**config.mk**
```make
export PLATFORM = sky130hd
export DESIGN_NAME = decode_stage
export DESIGN_NICKNAME = d
export VERILOG_FILES = /design/src/decode_pkg.sv /design/src/decode_stage.sv /design/src/stage_register.sv /design/src/inst_decoder.sv
export SDC_FILE = /design/constraint.sdc
export NUM_CORES = 1
export LEC_CHECK = 0
export BUFFER_PORTS_ARGS = -buffer_cell sky130_fd_sc_hd__buf_2
export CORE_AREA = 2 2 160 162
export CTS_BUF_LIST = sky130_fd_sc_hd__clkbuf_2 sky130_fd_sc_hd__clkbuf_4 sky130_fd_sc_hd__clkbuf_8
export DETAILED_ROUTE_END_ITERATION = 8
export DIE_AREA = 0 0 162 164
export HOLD_SLACK_MARGIN = 0.15
export PLACE_DENSITY = 0.58
export SYNTH_ARGS = -nofsm -noshare
export SYNTH_HDL_FRONTEND = slang
export SYNTH_SLANG_ARGS = --single-unit
export TNS_END_PERCENT = 30
```
**constraint.sdc**
```tcl
create_clock -name clock -period 9.22 [get_ports clock]
set_input_delay 1.383 -clock clock [delete_from_list [all_inputs] [get_ports clock]]
set_output_delay 1.383 -clock clock [all_outputs]
set_load 0.01 [all_outputs]
```
**src/decode_pkg.sv**
```systemverilog
package decode_pkg;

	// Datapath widths
	localparam int data_width = 32;
	localparam int reg_index_width = 5;
	localparam int cmd_width = 5;
	localparam int cc_width = 4;
	localparam int opcode_width = 6;
	localparam int imm_width = 16;
	localparam int unit_width = 3;
	// Leftover bits at the bottom of a register-form word
	localparam int reserved_width = data_width - opcode_width - 3 * reg_index_width - cc_width;

	// Execution unit codes, 6 and 7 are undefined
	localparam logic [unit_width-1:0] unit_logic = 3'd0;
	localparam logic [unit_width-1:0] unit_shift = 3'd1;
	localparam logic [unit_width-1:0] unit_adder = 3'd2;
	localparam logic [unit_width-1:0] unit_mul = 3'd3;
	localparam logic [unit_width-1:0] unit_ldst = 3'd4;
	localparam logic [unit_width-1:0] unit_branch = 3'd5;

	// Opcode bit positions
	localparam int op_imm_bit = 5;
	localparam int op_unit_msb = 4;
	localparam int op_unit_lsb = 2;
	// Only meaningful inside the ldst unit
	localparam int op_store_bit = 0;

	// Same 32 bits, read as register form or immediate form
	typedef union packed {
		struct packed {
			logic [opcode_width-1:0] opcode;
			logic [reg_index_width-1:0] dest;
			logic [reg_index_width-1:0] src0;
			logic [reg_index_width-1:0] src1;
			logic [cc_width-1:0] cc;
			logic [reserved_width-1:0] reserved;
		} reg_form;
		struct packed {
			logic [opcode_width-1:0] opcode;
			logic [reg_index_width-1:0] dest;
			logic [reg_index_width-1:0] src0;
			logic [imm_width-1:0] imm;
		} imm_form;
	} inst_word_t;

endpackage
```
**src/decode_stage.sv**
```systemverilog
`timescale 1ns/100ps

module decode_stage import decode_pkg::*; (
	input logic clock,
	input logic reset,
	input logic flush,
	input logic prev_common_valid,
	input logic prev_0_inst_valid,
	input logic prev_0_pagefault,
	input logic prev_0_paging_ena,
	input logic prev_0_kernel_access,
	input logic prev_0_branch_predict,
	input logic [data_width-1:0] prev_0_branch_predict_addr,
	input logic [data_width-1:0] prev_0_inst,
	input logic prev_1_inst_valid,
	input logic prev_1_pagefault,
	input logic prev_1_paging_ena,
	input logic prev_1_kernel_access,
	input logic prev_1_branch_predict,
	input logic [data_width-1:0] prev_1_branch_predict_addr,
	input logic [data_width-1:0] prev_1_inst,
	input logic [data_width-1:0] prev_pc,
	output logic prev_lock,
	output logic next_common_valid,
	output logic next_0_valid,
	output logic next_0_fault_pagefault,
	output logic next_0_fault_invalid_inst,
	output logic next_0_paging_ena,
	output logic next_0_kernel_access,
	output logic next_0_branch_predict,
	output logic [data_width-1:0] next_0_branch_predict_addr,
	output logic next_0_source0_active,
	output logic next_0_source1_active,
	output logic next_0_source1_imm,
	output logic next_0_writeback,
	output logic next_0_flags_writeback,
	output logic [cmd_width-1:0] next_0_cmd,
	output logic [cc_width-1:0] next_0_cc,
	output logic [reg_index_width-1:0] next_0_source0,
	output logic [reg_index_width-1:0] next_0_destination,
	output logic [data_width-1:0] next_0_source1,
	output logic next_0_ex_logic,
	output logic next_0_ex_shift,
	output logic next_0_ex_adder,
	output logic next_0_ex_mul,
	output logic next_0_ex_ldst,
	output logic next_0_ex_branch,
	output logic next_1_valid,
	output logic next_1_fault_pagefault,
	output logic next_1_fault_invalid_inst,
	output logic next_1_paging_ena,
	output logic next_1_kernel_access,
	output logic next_1_branch_predict,
	output logic [data_width-1:0] next_1_branch_predict_addr,
	output logic next_1_source0_active,
	output logic next_1_source1_active,
	output logic next_1_source1_imm,
	output logic next_1_writeback,
	output logic next_1_flags_writeback,
	output logic [cmd_width-1:0] next_1_cmd,
	output logic [cc_width-1:0] next_1_cc,
	output logic [reg_index_width-1:0] next_1_source0,
	output logic [reg_index_width-1:0] next_1_destination,
	output logic [data_width-1:0] next_1_source1,
	output logic next_1_ex_logic,
	output logic next_1_ex_shift,
	output logic next_1_ex_adder,
	output logic next_1_ex_mul,
	output logic next_1_ex_ldst,
	output logic next_1_ex_branch,
	output logic [data_width-1:0] next_pc,
	input logic next_lock
);

	// Per slot: pagefault, paging, kernel, predict and the predicted address
	localparam int sys_slot_width = 4 + data_width;
	localparam int sys_width = 2 * sys_slot_width + data_width;
	// Slot valid, six flags, cmd, cc, two indices, operand, six unit selects
	localparam int pipe_width = 7 + cmd_width + cc_width + 2 * reg_index_width + data_width + 6;

	logic sys_busy;
	logic pipe0_busy;
	logic pipe1_busy;
	logic pipe0_req;
	logic pipe1_req;
	logic pipe0_valid;
	logic pipe1_valid;
	logic take;

	// Decoder results, flags msb first: invalid, src0, src1, imm, wb, flags wb
	logic [5:0] dec0_flag;
	logic [5:0] dec1_flag;
	// Unit selects msb first: logic, shift, adder, mul, ldst, branch
	logic [5:0] dec0_ex;
	logic [5:0] dec1_ex;
	logic [cmd_width-1:0] dec0_cmd;
	logic [cmd_width-1:0] dec1_cmd;
	logic [cc_width-1:0] dec0_cc;
	logic [cc_width-1:0] dec1_cc;
	logic [reg_index_width-1:0] dec0_src0;
	logic [reg_index_width-1:0] dec1_src0;
	logic [reg_index_width-1:0] dec0_dest;
	logic [reg_index_width-1:0] dec1_dest;
	logic [data_width-1:0] dec0_src1;
	logic [data_width-1:0] dec1_src1;

	// All three registers move together, any one stalling locks fetch
	assign prev_lock = sys_busy || pipe0_busy || pipe1_busy;
	assign take = prev_common_valid && !prev_lock;

	inst_decoder decode0 (
		.inst(prev_0_inst),
		.fault_invalid_inst(dec0_flag[5]), .source0_active(dec0_flag[4]),
		.source1_active(dec0_flag[3]), .source1_imm(dec0_flag[2]),
		.writeback(dec0_flag[1]), .flags_writeback(dec0_flag[0]),
		.cmd(dec0_cmd), .cc(dec0_cc), .source0(dec0_src0),
		.destination(dec0_dest), .source1(dec0_src1),
		.ex_logic(dec0_ex[5]), .ex_shift(dec0_ex[4]), .ex_adder(dec0_ex[3]),
		.ex_mul(dec0_ex[2]), .ex_ldst(dec0_ex[1]), .ex_branch(dec0_ex[0])
	);

	inst_decoder decode1 (
		.inst(prev_1_inst),
		.fault_invalid_inst(dec1_flag[5]), .source0_active(dec1_flag[4]),
		.source1_active(dec1_flag[3]), .source1_imm(dec1_flag[2]),
		.writeback(dec1_flag[1]), .flags_writeback(dec1_flag[0]),
		.cmd(dec1_cmd), .cc(dec1_cc), .source0(dec1_src0),
		.destination(dec1_dest), .source1(dec1_src1),
		.ex_logic(dec1_ex[5]), .ex_shift(dec1_ex[4]), .ex_adder(dec1_ex[3]),
		.ex_mul(dec1_ex[2]), .ex_ldst(dec1_ex[1]), .ex_branch(dec1_ex[0])
	);

	// Fetch side info and PC, passed through untouched
	stage_register #(.WIDTH(sys_width)) stage_system (
		.clock(clock), .reset(reset), .flush(flush),
		.prev_req(take), .prev_busy(sys_busy),
		.prev_data({prev_0_pagefault, prev_0_paging_ena, prev_0_kernel_access,
			prev_0_branch_predict, prev_0_branch_predict_addr,
			prev_1_pagefault, prev_1_paging_ena, prev_1_kernel_access,
			prev_1_branch_predict, prev_1_branch_predict_addr, prev_pc}),
		.next_req(next_common_valid), .next_busy(next_lock),
		.next_data({next_0_fault_pagefault, next_0_paging_ena, next_0_kernel_access,
			next_0_branch_predict, next_0_branch_predict_addr,
			next_1_fault_pagefault, next_1_paging_ena, next_1_kernel_access,
			next_1_branch_predict, next_1_branch_predict_addr, next_pc})
	);

	stage_register #(.WIDTH(pipe_width)) stage_pipe0 (
		.clock(clock), .reset(reset), .flush(flush),
		.prev_req(take), .prev_busy(pipe0_busy),
		.prev_data({prev_0_inst_valid, dec0_flag, dec0_cmd, dec0_cc, dec0_src0,
			dec0_dest, dec0_src1, dec0_ex}),
		.next_req(pipe0_req), .next_busy(next_lock),
		.next_data({pipe0_valid, next_0_fault_invalid_inst, next_0_source0_active,
			next_0_source1_active, next_0_source1_imm, next_0_writeback,
			next_0_flags_writeback, next_0_cmd, next_0_cc, next_0_source0,
			next_0_destination, next_0_source1, next_0_ex_logic, next_0_ex_shift,
			next_0_ex_adder, next_0_ex_mul, next_0_ex_ldst, next_0_ex_branch})
	);

	stage_register #(.WIDTH(pipe_width)) stage_pipe1 (
		.clock(clock), .reset(reset), .flush(flush),
		.prev_req(take), .prev_busy(pipe1_busy),
		.prev_data({prev_1_inst_valid, dec1_flag, dec1_cmd, dec1_cc, dec1_src0,
			dec1_dest, dec1_src1, dec1_ex}),
		.next_req(pipe1_req), .next_busy(next_lock),
		.next_data({pipe1_valid, next_1_fault_invalid_inst, next_1_source0_active,
			next_1_source1_active, next_1_source1_imm, next_1_writeback,
			next_1_flags_writeback, next_1_cmd, next_1_cc, next_1_source0,
			next_1_destination, next_1_source1, next_1_ex_logic, next_1_ex_shift,
			next_1_ex_adder, next_1_ex_mul, next_1_ex_ldst, next_1_ex_branch})
	);

	// Stale valid bits in an empty register never leak, flush kills them at once
	assign next_0_valid = pipe0_req && pipe0_valid && !flush;
	assign next_1_valid = pipe1_req && pipe1_valid && !flush;

endmodule

```
**src/stage_register.sv**
```systemverilog
`timescale 1ns/100ps

module stage_register #(
	parameter int WIDTH = 32
) (
	input logic clock,
	input logic reset,
	input logic flush,
	input logic prev_req,
	input logic next_busy,
	input logic [WIDTH-1:0] prev_data,
	output logic prev_busy,
	output logic next_req,
	output logic [WIDTH-1:0] next_data
);

	logic full;
	logic load;

	// Stall upstream only when holding a bundle the next stage refuses
	assign prev_busy = full && next_busy;
	assign load = prev_req && !prev_busy;
	assign next_req = full;

	// Occupancy, flush wins over a load on the same edge
	always_ff @(posedge clock) begin
		if (reset || flush) begin
			full <= 1'b0;
		end else if (load) begin
			full <= 1'b1;
		end else if (!next_busy) begin
			// Drained with nothing new behind it
			full <= 1'b0;
		end
	end

	// Payload
	always_ff @(posedge clock) begin
		if (load) begin
			next_data <= prev_data;
		end
	end

endmodule

```
**src/inst_decoder.sv**
```systemverilog
`timescale 1ns/100ps

module inst_decoder import decode_pkg::*; (
	input inst_word_t inst,
	output logic fault_invalid_inst,
	output logic source0_active,
	output logic source1_active,
	output logic source1_imm,
	output logic writeback,
	output logic flags_writeback,
	output logic [cmd_width-1:0] cmd,
	output logic [cc_width-1:0] cc,
	output logic [reg_index_width-1:0] source0,
	output logic [reg_index_width-1:0] destination,
	output logic [data_width-1:0] source1,
	output logic ex_logic,
	output logic ex_shift,
	output logic ex_adder,
	output logic ex_mul,
	output logic ex_ldst,
	output logic ex_branch
);

	logic [unit_width-1:0] unit;
	logic imm_form;
	logic is_store;
	logic valid;

	// Opcode sits at the top in both views
	assign unit = inst.reg_form.opcode[op_unit_msb:op_unit_lsb];
	assign imm_form = inst.reg_form.opcode[op_imm_bit];

	// One-hot unit select
	always_comb begin
		ex_logic = 1'b0;
		ex_shift = 1'b0;
		ex_adder = 1'b0;
		ex_mul = 1'b0;
		ex_ldst = 1'b0;
		ex_branch = 1'b0;
		valid = 1'b1;
		case (unit)
			unit_logic: ex_logic = 1'b1;
			unit_shift: ex_shift = 1'b1;
			unit_adder: ex_adder = 1'b1;
			unit_mul: ex_mul = 1'b1;
			unit_ldst: ex_ldst = 1'b1;
			unit_branch: ex_branch = 1'b1;
			// Codes 6 and 7, no unit
			default: valid = 1'b0;
		endcase
	end

	assign fault_invalid_inst = !valid;

	// Store is an ldst with the low opcode bit set
	assign is_store = ex_ldst && inst.reg_form.opcode[op_store_bit];

	// Raw fields
	assign cmd = inst.reg_form.opcode[cmd_width-1:0];
	assign source0 = inst.reg_form.src0;
	assign destination = inst.reg_form.dest;

	// Second operand and condition code by form
	always_comb begin
		if (imm_form) begin
			// Sign-extended immediate, no condition
			source1 = {{(data_width-imm_width){inst.imm_form.imm[imm_width-1]}},
				inst.imm_form.imm};
			cc = '0;
		end else begin
			// Register index, zero-extended
			source1 = {{(data_width-reg_index_width){1'b0}}, inst.reg_form.src1};
			cc = inst.reg_form.cc;
		end
	end

	// Operand usage, all cleared for an invalid word
	assign source0_active = valid;
	assign source1_active = valid && !imm_form;
	assign source1_imm = valid && imm_form;

	// No register result from branches and stores
	assign writeback = valid && !ex_branch && !is_store;
	// Flags come from logic and adder only
	assign flags_writeback = ex_logic || ex_adder;

endmodule

```
# ---- Word level (Yosys, flattened, before mapping)
# Index checks and enable logic that the tools add are counted.
dict set report totals {
  reg_bits 203
  latch_bits 0
  ramBits 0
  romBits 0
  input_bits 175
  out_inout_bits 234
  wordCells 86
  mem_count 0
}
dict set report op_classes {
  add_sub_neg 0
  n_mul 0
  n_div 0
  n_lt_le_gt_ge 0
  n_eq_ne 13
  shift 0
  mux 20
  bitwise 0
  n_reduce_logical 43
}
# op n
set op_table {}
lappend op_table {{logical AND 1 bit} 21}
lappend op_table {{2-to-1 mux 1 bit} 18}
lappend op_table {{logical NOT 1 bit} 13}
lappend op_table {{equality test 3 x 2 -> 1 bit (second input constant)} 4}
lappend op_table {{equality test 3 bit (second input constant)} 4}
lappend op_table {{OR reduction 6 bit} 2}
lappend op_table {{2-to-1 mux 5 bit} 2}
lappend op_table {{equality test 3 x 1 -> 1 bit (second input constant)} 2}
lappend op_table {{logical NOT 3 bit} 2}
lappend op_table {{!= test 2 x 1 -> 1 bit (second input constant)} 3}
lappend op_table {{logical OR 1 bit} 5}

# ---- Depth between registers and ports, before layout
dict set report logic_depth {
  ltp_word 7
  ltp_mapped 4
}

# ---- Cells and area by module
# A second synthesis with hierarchy kept.
dict set report hier_totals {
  cells_unflattened 385
  area_unflattened_um2 8165.3
}
# module n_inst cells_each area_per_inst_um2 seq_area_each_um2
set by_module_without_submodules {}
lappend by_module_without_submodules {{stage_register at stage_pipe0 ...} 2 69 1969.4 1941.9}
lappend by_module_without_submodules {{stage_register at stage_system} 1 109 3170.5 3143.0}
lappend by_module_without_submodules {inst_decoder 2 67 511.7 0.0}
lappend by_module_without_submodules {decode_stage 1 4 32.5 0.0}

# ---- Worst setup path after synthesis
# No wires, ideal clock.
dict set report synth_path {
  kind {input -> register}
  start {input next_lock}
  end {register stage_system.next_data[0], enable pin}
  setup_ns 0.485
  arrival_ns 4.229
  required_ns 8.735
  slack_ns 4.506
  path_stages 2
  n_path_buf 0
  cell_sequence {o31a_1 -> nor2b_2}
}
dict set report synth_between {
  elab_chain_cells 6
}
# item line_no
set synth_lines {}
lappend synth_lines {{from (decl)} decode_stage.sv:72} ;# input logic next_lock
lappend synth_lines {{logical AND 1 bit} stage_register.sv:21} ;# assign prev_busy = full && next_busy;
lappend synth_lines {{logical OR 1 bit (2 in series)} decode_stage.sv:108} ;# assign prev_lock = sys_busy || pipe0_busy || pipe1_busy;
lappend synth_lines {{logical NOT 1 bit} decode_stage.sv:109} ;# assign take = prev_common_valid && !prev_lock;
lappend synth_lines {{logical AND 1 bit} decode_stage.sv:109}
lappend synth_lines {{logical AND 1 bit (*)} stage_register.sv:22} ;# assign load = prev_req && !prev_busy;
lappend synth_lines {{net stage_system.load} stage_register.sv:18} ;# logic load;
lappend synth_lines {{to (signal assigned)} stage_register.sv:40} ;# next_data <= prev_data;
lappend synth_lines {{to (decl)} stage_register.sv:14} ;# output logic [WIDTH-1:0] next_data
# Mark *: on every way through the listed nets, which the timed path passes. The rest lies on a longest branch.
# A chain may end at the register's enable or synchronous reset.

# ---- Final worst setup path
dict set report layout_path {
  start {input next_lock}
  end {output prev_lock}
}
dict set report layout_between {
  elab_chain_cells 3
}
# item line_no
set layout_lines {}
lappend layout_lines {{logical AND 1 bit} stage_register.sv:21}
lappend layout_lines {{logical OR 1 bit} decode_stage.sv:108}
lappend layout_lines {{logical OR 1 bit (*)} decode_stage.sv:108}
lappend layout_lines {{to (decl)} decode_stage.sv:23} ;# output logic prev_lock,
# Every way passes the cells marked *; elsewhere a longest branch is shown, timed or not.

==> key figures <==
Hold path
  – Min-Delay Path Class: flop to flop
  – Hold_sp: stage_system.next_req
  – Worst Hold Depth: 2
  – Hold Crit Endpoint: stage_system.next_req

Worst setup path
  – Critical Path Most Common Cell: buf_2
  – Slowest cell on crit path: o31a_1
  – Worst reg2reg path startpoint: stage_pipe0.next_req
  – Worst path cell trace: buf_2 -> o31a_1 -> buf_2
  – Setup crit end kind: output port
  – Startpoint Class: input port
  – CP arrival: 2080 ps
  – CP max stage delay: 360 ps
  – CP Class: input port to output port
  – FF-to-FF End: stage_system.next_data[39]
  – R2R depth: 3
  – Reg2Reg Setup Slack: 6540 ps
  – Worst EP required: 7840 ps
  – Crit path max fanout: 5

Floorplanning
  – DIE HEIGHT: 164 um
  – Die width: 162 um
  – Starting Density: 27.8%
  – Die area: 26600 sq um
  – Core footprint: 24800 sq um
  – I/O Pins: 409
  – # rows: 58

Global routing
  – Pin count of the biggest net entering global routing: 82
  – Initial antenna violation count: 2
  – First-pass GRT wire length: 24.3 mm
  – Total GRT Usage: 12.1%
  – Remaining global-route overflow: 0
  – Number of global-route vias before repair: 4394

Power
  – Power Dens Cells: 214 nW/um^2
  – VDD IR max: 91.3 uV
  – Pleak: 4.22 nW
  – Pwr Total: 2.11 mW

Synth
  – Avg Inst Size Synth: 21.5 sq um
  – Register area share after synthesis: 88.0%
  – YS warnings: 0
  – Syn nets: 496
  – Mapped Area: 6900 sq um
  – Yosys cell types: 21
  – Synth Instances: 321
  – Number of synthesized register bits: 203

Layout
  – Final nets: 909
  – Commonest non-fill, non-tap cell in the layout: buf_2
  – Number of fill cells in the layout: 2425
  – Layout Utilization: 39.6%
  – Share of layout cells above drive strength 1: 63.2%
  – Most frequent cells in the layout: buf_2, edfxtp_1, clkbuf_8
  – Count of non-filler cells in the finished layout: 1090
  – Area growth syn-to-layout: 42.6%

CTS
  – Clk root buf: clkbuf_8
  – Post-cts resize count: 0
  – Hold buffer count at cts: 0
  – CTS tree: built
  – TritonCTS Buffers: 37
  – CTS clk-pin slew, worst paths: 60 ps
  – Post-CTS Setup Bufs: 0
  – Max Root-Sink Buffers: 3
  – CTS H-tree depth: 2
  – Clk sinks: 203
  – Worst skew pair latency: 510 ps

Outcome
  – Status: complete, no violations

STA
  – Slew margin rel.: 35.3%
  – Slew Viols, Final: 0
  – Setup TNS: 0 ps
  – Fmax: 289 MHz
  – Final min period: 3460 ps
  – Clock Skews: 12.0 ps
  – RSZ-0062 raised after global routing: false
  – Final hold violations: 0
  – Fin crit share: 37.5%
  – Worst-margin pin slew: 970 ps
  – Final WS setup: 5760 ps
  – Endpoints failing setup: 0

Detailed routing
  – Vias: 4296
  – Wire per inst: 15.7 um
  – Vias per cell: 3.94
  – Initial drt markers: 208
  – Antenna Violating Nets Remaining: 0
  – Pre-antenna DRT Iters: 4
  – DRT Wirelength: 17.1 mm
  – # DRC: 0

Place
  – Port bufs: 408
  – Placed cell count: 1025
  – Post-detail-place hpwl: 12.8 mm
  – DP Worst Slack: 5510 ps
  – RePlAce Congestion: 0.708

Run
  – MaxCap Viol Count: 0
==> logic make-up (layout without fill, tap and decap cells) <==
| family | Yosys count | count (layout) | synth area share [%] |
|---|---|---|---|
| compound gates | 6 | 6 | 0.617 |
| buf+inv | 39 | 476 | 3.92 |
| flops | 203 | 203 | 88.0 |
| mux | 10 | 10 | 1.63 |
| other cells | 0 | 2 | 0 |
| simple gates | 63 | 63 | 5.86 |
==> synthesized netlist by cell type <==
| master | n | area (sq um) |
|---|---|---|
| dfxtp_1 | 3 | 60.1 |
| nor2b_2 | 1 | 8.76 |
| or2_2 | 1 | 6.26 |
| inv_1 | 2 | 7.51 |
| o31a_1 | 1 | 8.76 |
| mux2_2 | 10 | 113 |
| nor3_1 | 2 | 10.0 |
| and3b_1 | 6 | 52.6 |
| clkbuf_1 | 2 | 7.51 |
| buf_4 | 32 | 240 |
| a31oi_1 | 3 | 18.8 |
| nor2b_1 | 10 | 62.6 |
| o31ai_1 | 2 | 15.0 |
| nand2_1 | 4 | 15.0 |
| nor3b_1 | 5 | 37.5 |
| buf_2 | 3 | 15.0 |
| nor2_1 | 4 | 15.0 |
| edfxtp_1 | 200 | 6010 |
| or2b_1 | 1 | 7.51 |
| or3b_1 | 3 | 26.3 |
| and2_1 | 26 | 163 |
==> worst max-delay path by stage <==
stage	startpoint	end	slack [ps]	depth (start not counted)
finish	next_lock	prev_lock	5760	3
global route	next_lock	prev_lock	5690	3
CTS	next_lock	prev_lock	5740	3
detailed placement	next_lock	stage_system.next_data[82]	5510	4
global placement	next_lock	stage_system.next_data[0]	5550	4
floorplan	next_lock	stage_system.next_data[0]	4510	2
==> layout make-up <==
cell class	instances	area, sq um	share of cell area (%)
inverters	2	7.51	0.0763
well taps	330	413	4.20
clock inverters	15	93.8	0.954
flip-flops and latches	203	6070	61.7
repair buffers	411	2060	21.0
diodes	2	5.00	0.0509
clock buffers	48	604	6.15
multi-input cells	79	579	5.89
==> state kept, by name, indices dropped and copies added (netlist names) <==
signal and count:
stage_pipe0.next_data 48, stage_pipe0.next_req 1, stage_pipe1.next_data 48, stage_pipe1.next_req 1, stage_system.next_data 104, stage_system.next_req 1
==> worst max-delay path, delay by kind of cell <==
family,cells,cell delay (ps)
buffers and inverters,2,330
AO/OA/AOI/OAI,1,360
==> power by group <==
part	internal, mW	leakage, nW	switching [mW]	total, mW
Combinational	0.0820	1.90	0.114	0.196
Sequential	1.09	1.97	0.0157	1.11
Clock	0.453	0.362	0.352	0.805
Total	1.63	4.22	0.482	2.11
==> per-layer routing <==
metal / vias to the layer above / wire length (um) / track usage (%)
met5: - / 0 / 0
met4: 0 / 498 / 5.19
met3: 43 / 1930 / 5.78
met2: 255 / 8410 / 20.5
met1: 1978 / 6230 / 13.1
li1: 2020 / - / -
==> stage by stage <==
stage	area, sq um	hold slack [ps]
after CTS	9830	528
final	9830	528
after global placement	9130	506
after floorplan	6900	475
after global routing	9830	552
after detailed placement	9130	516
Note: power is estimated with default switching activity, not from simulation.
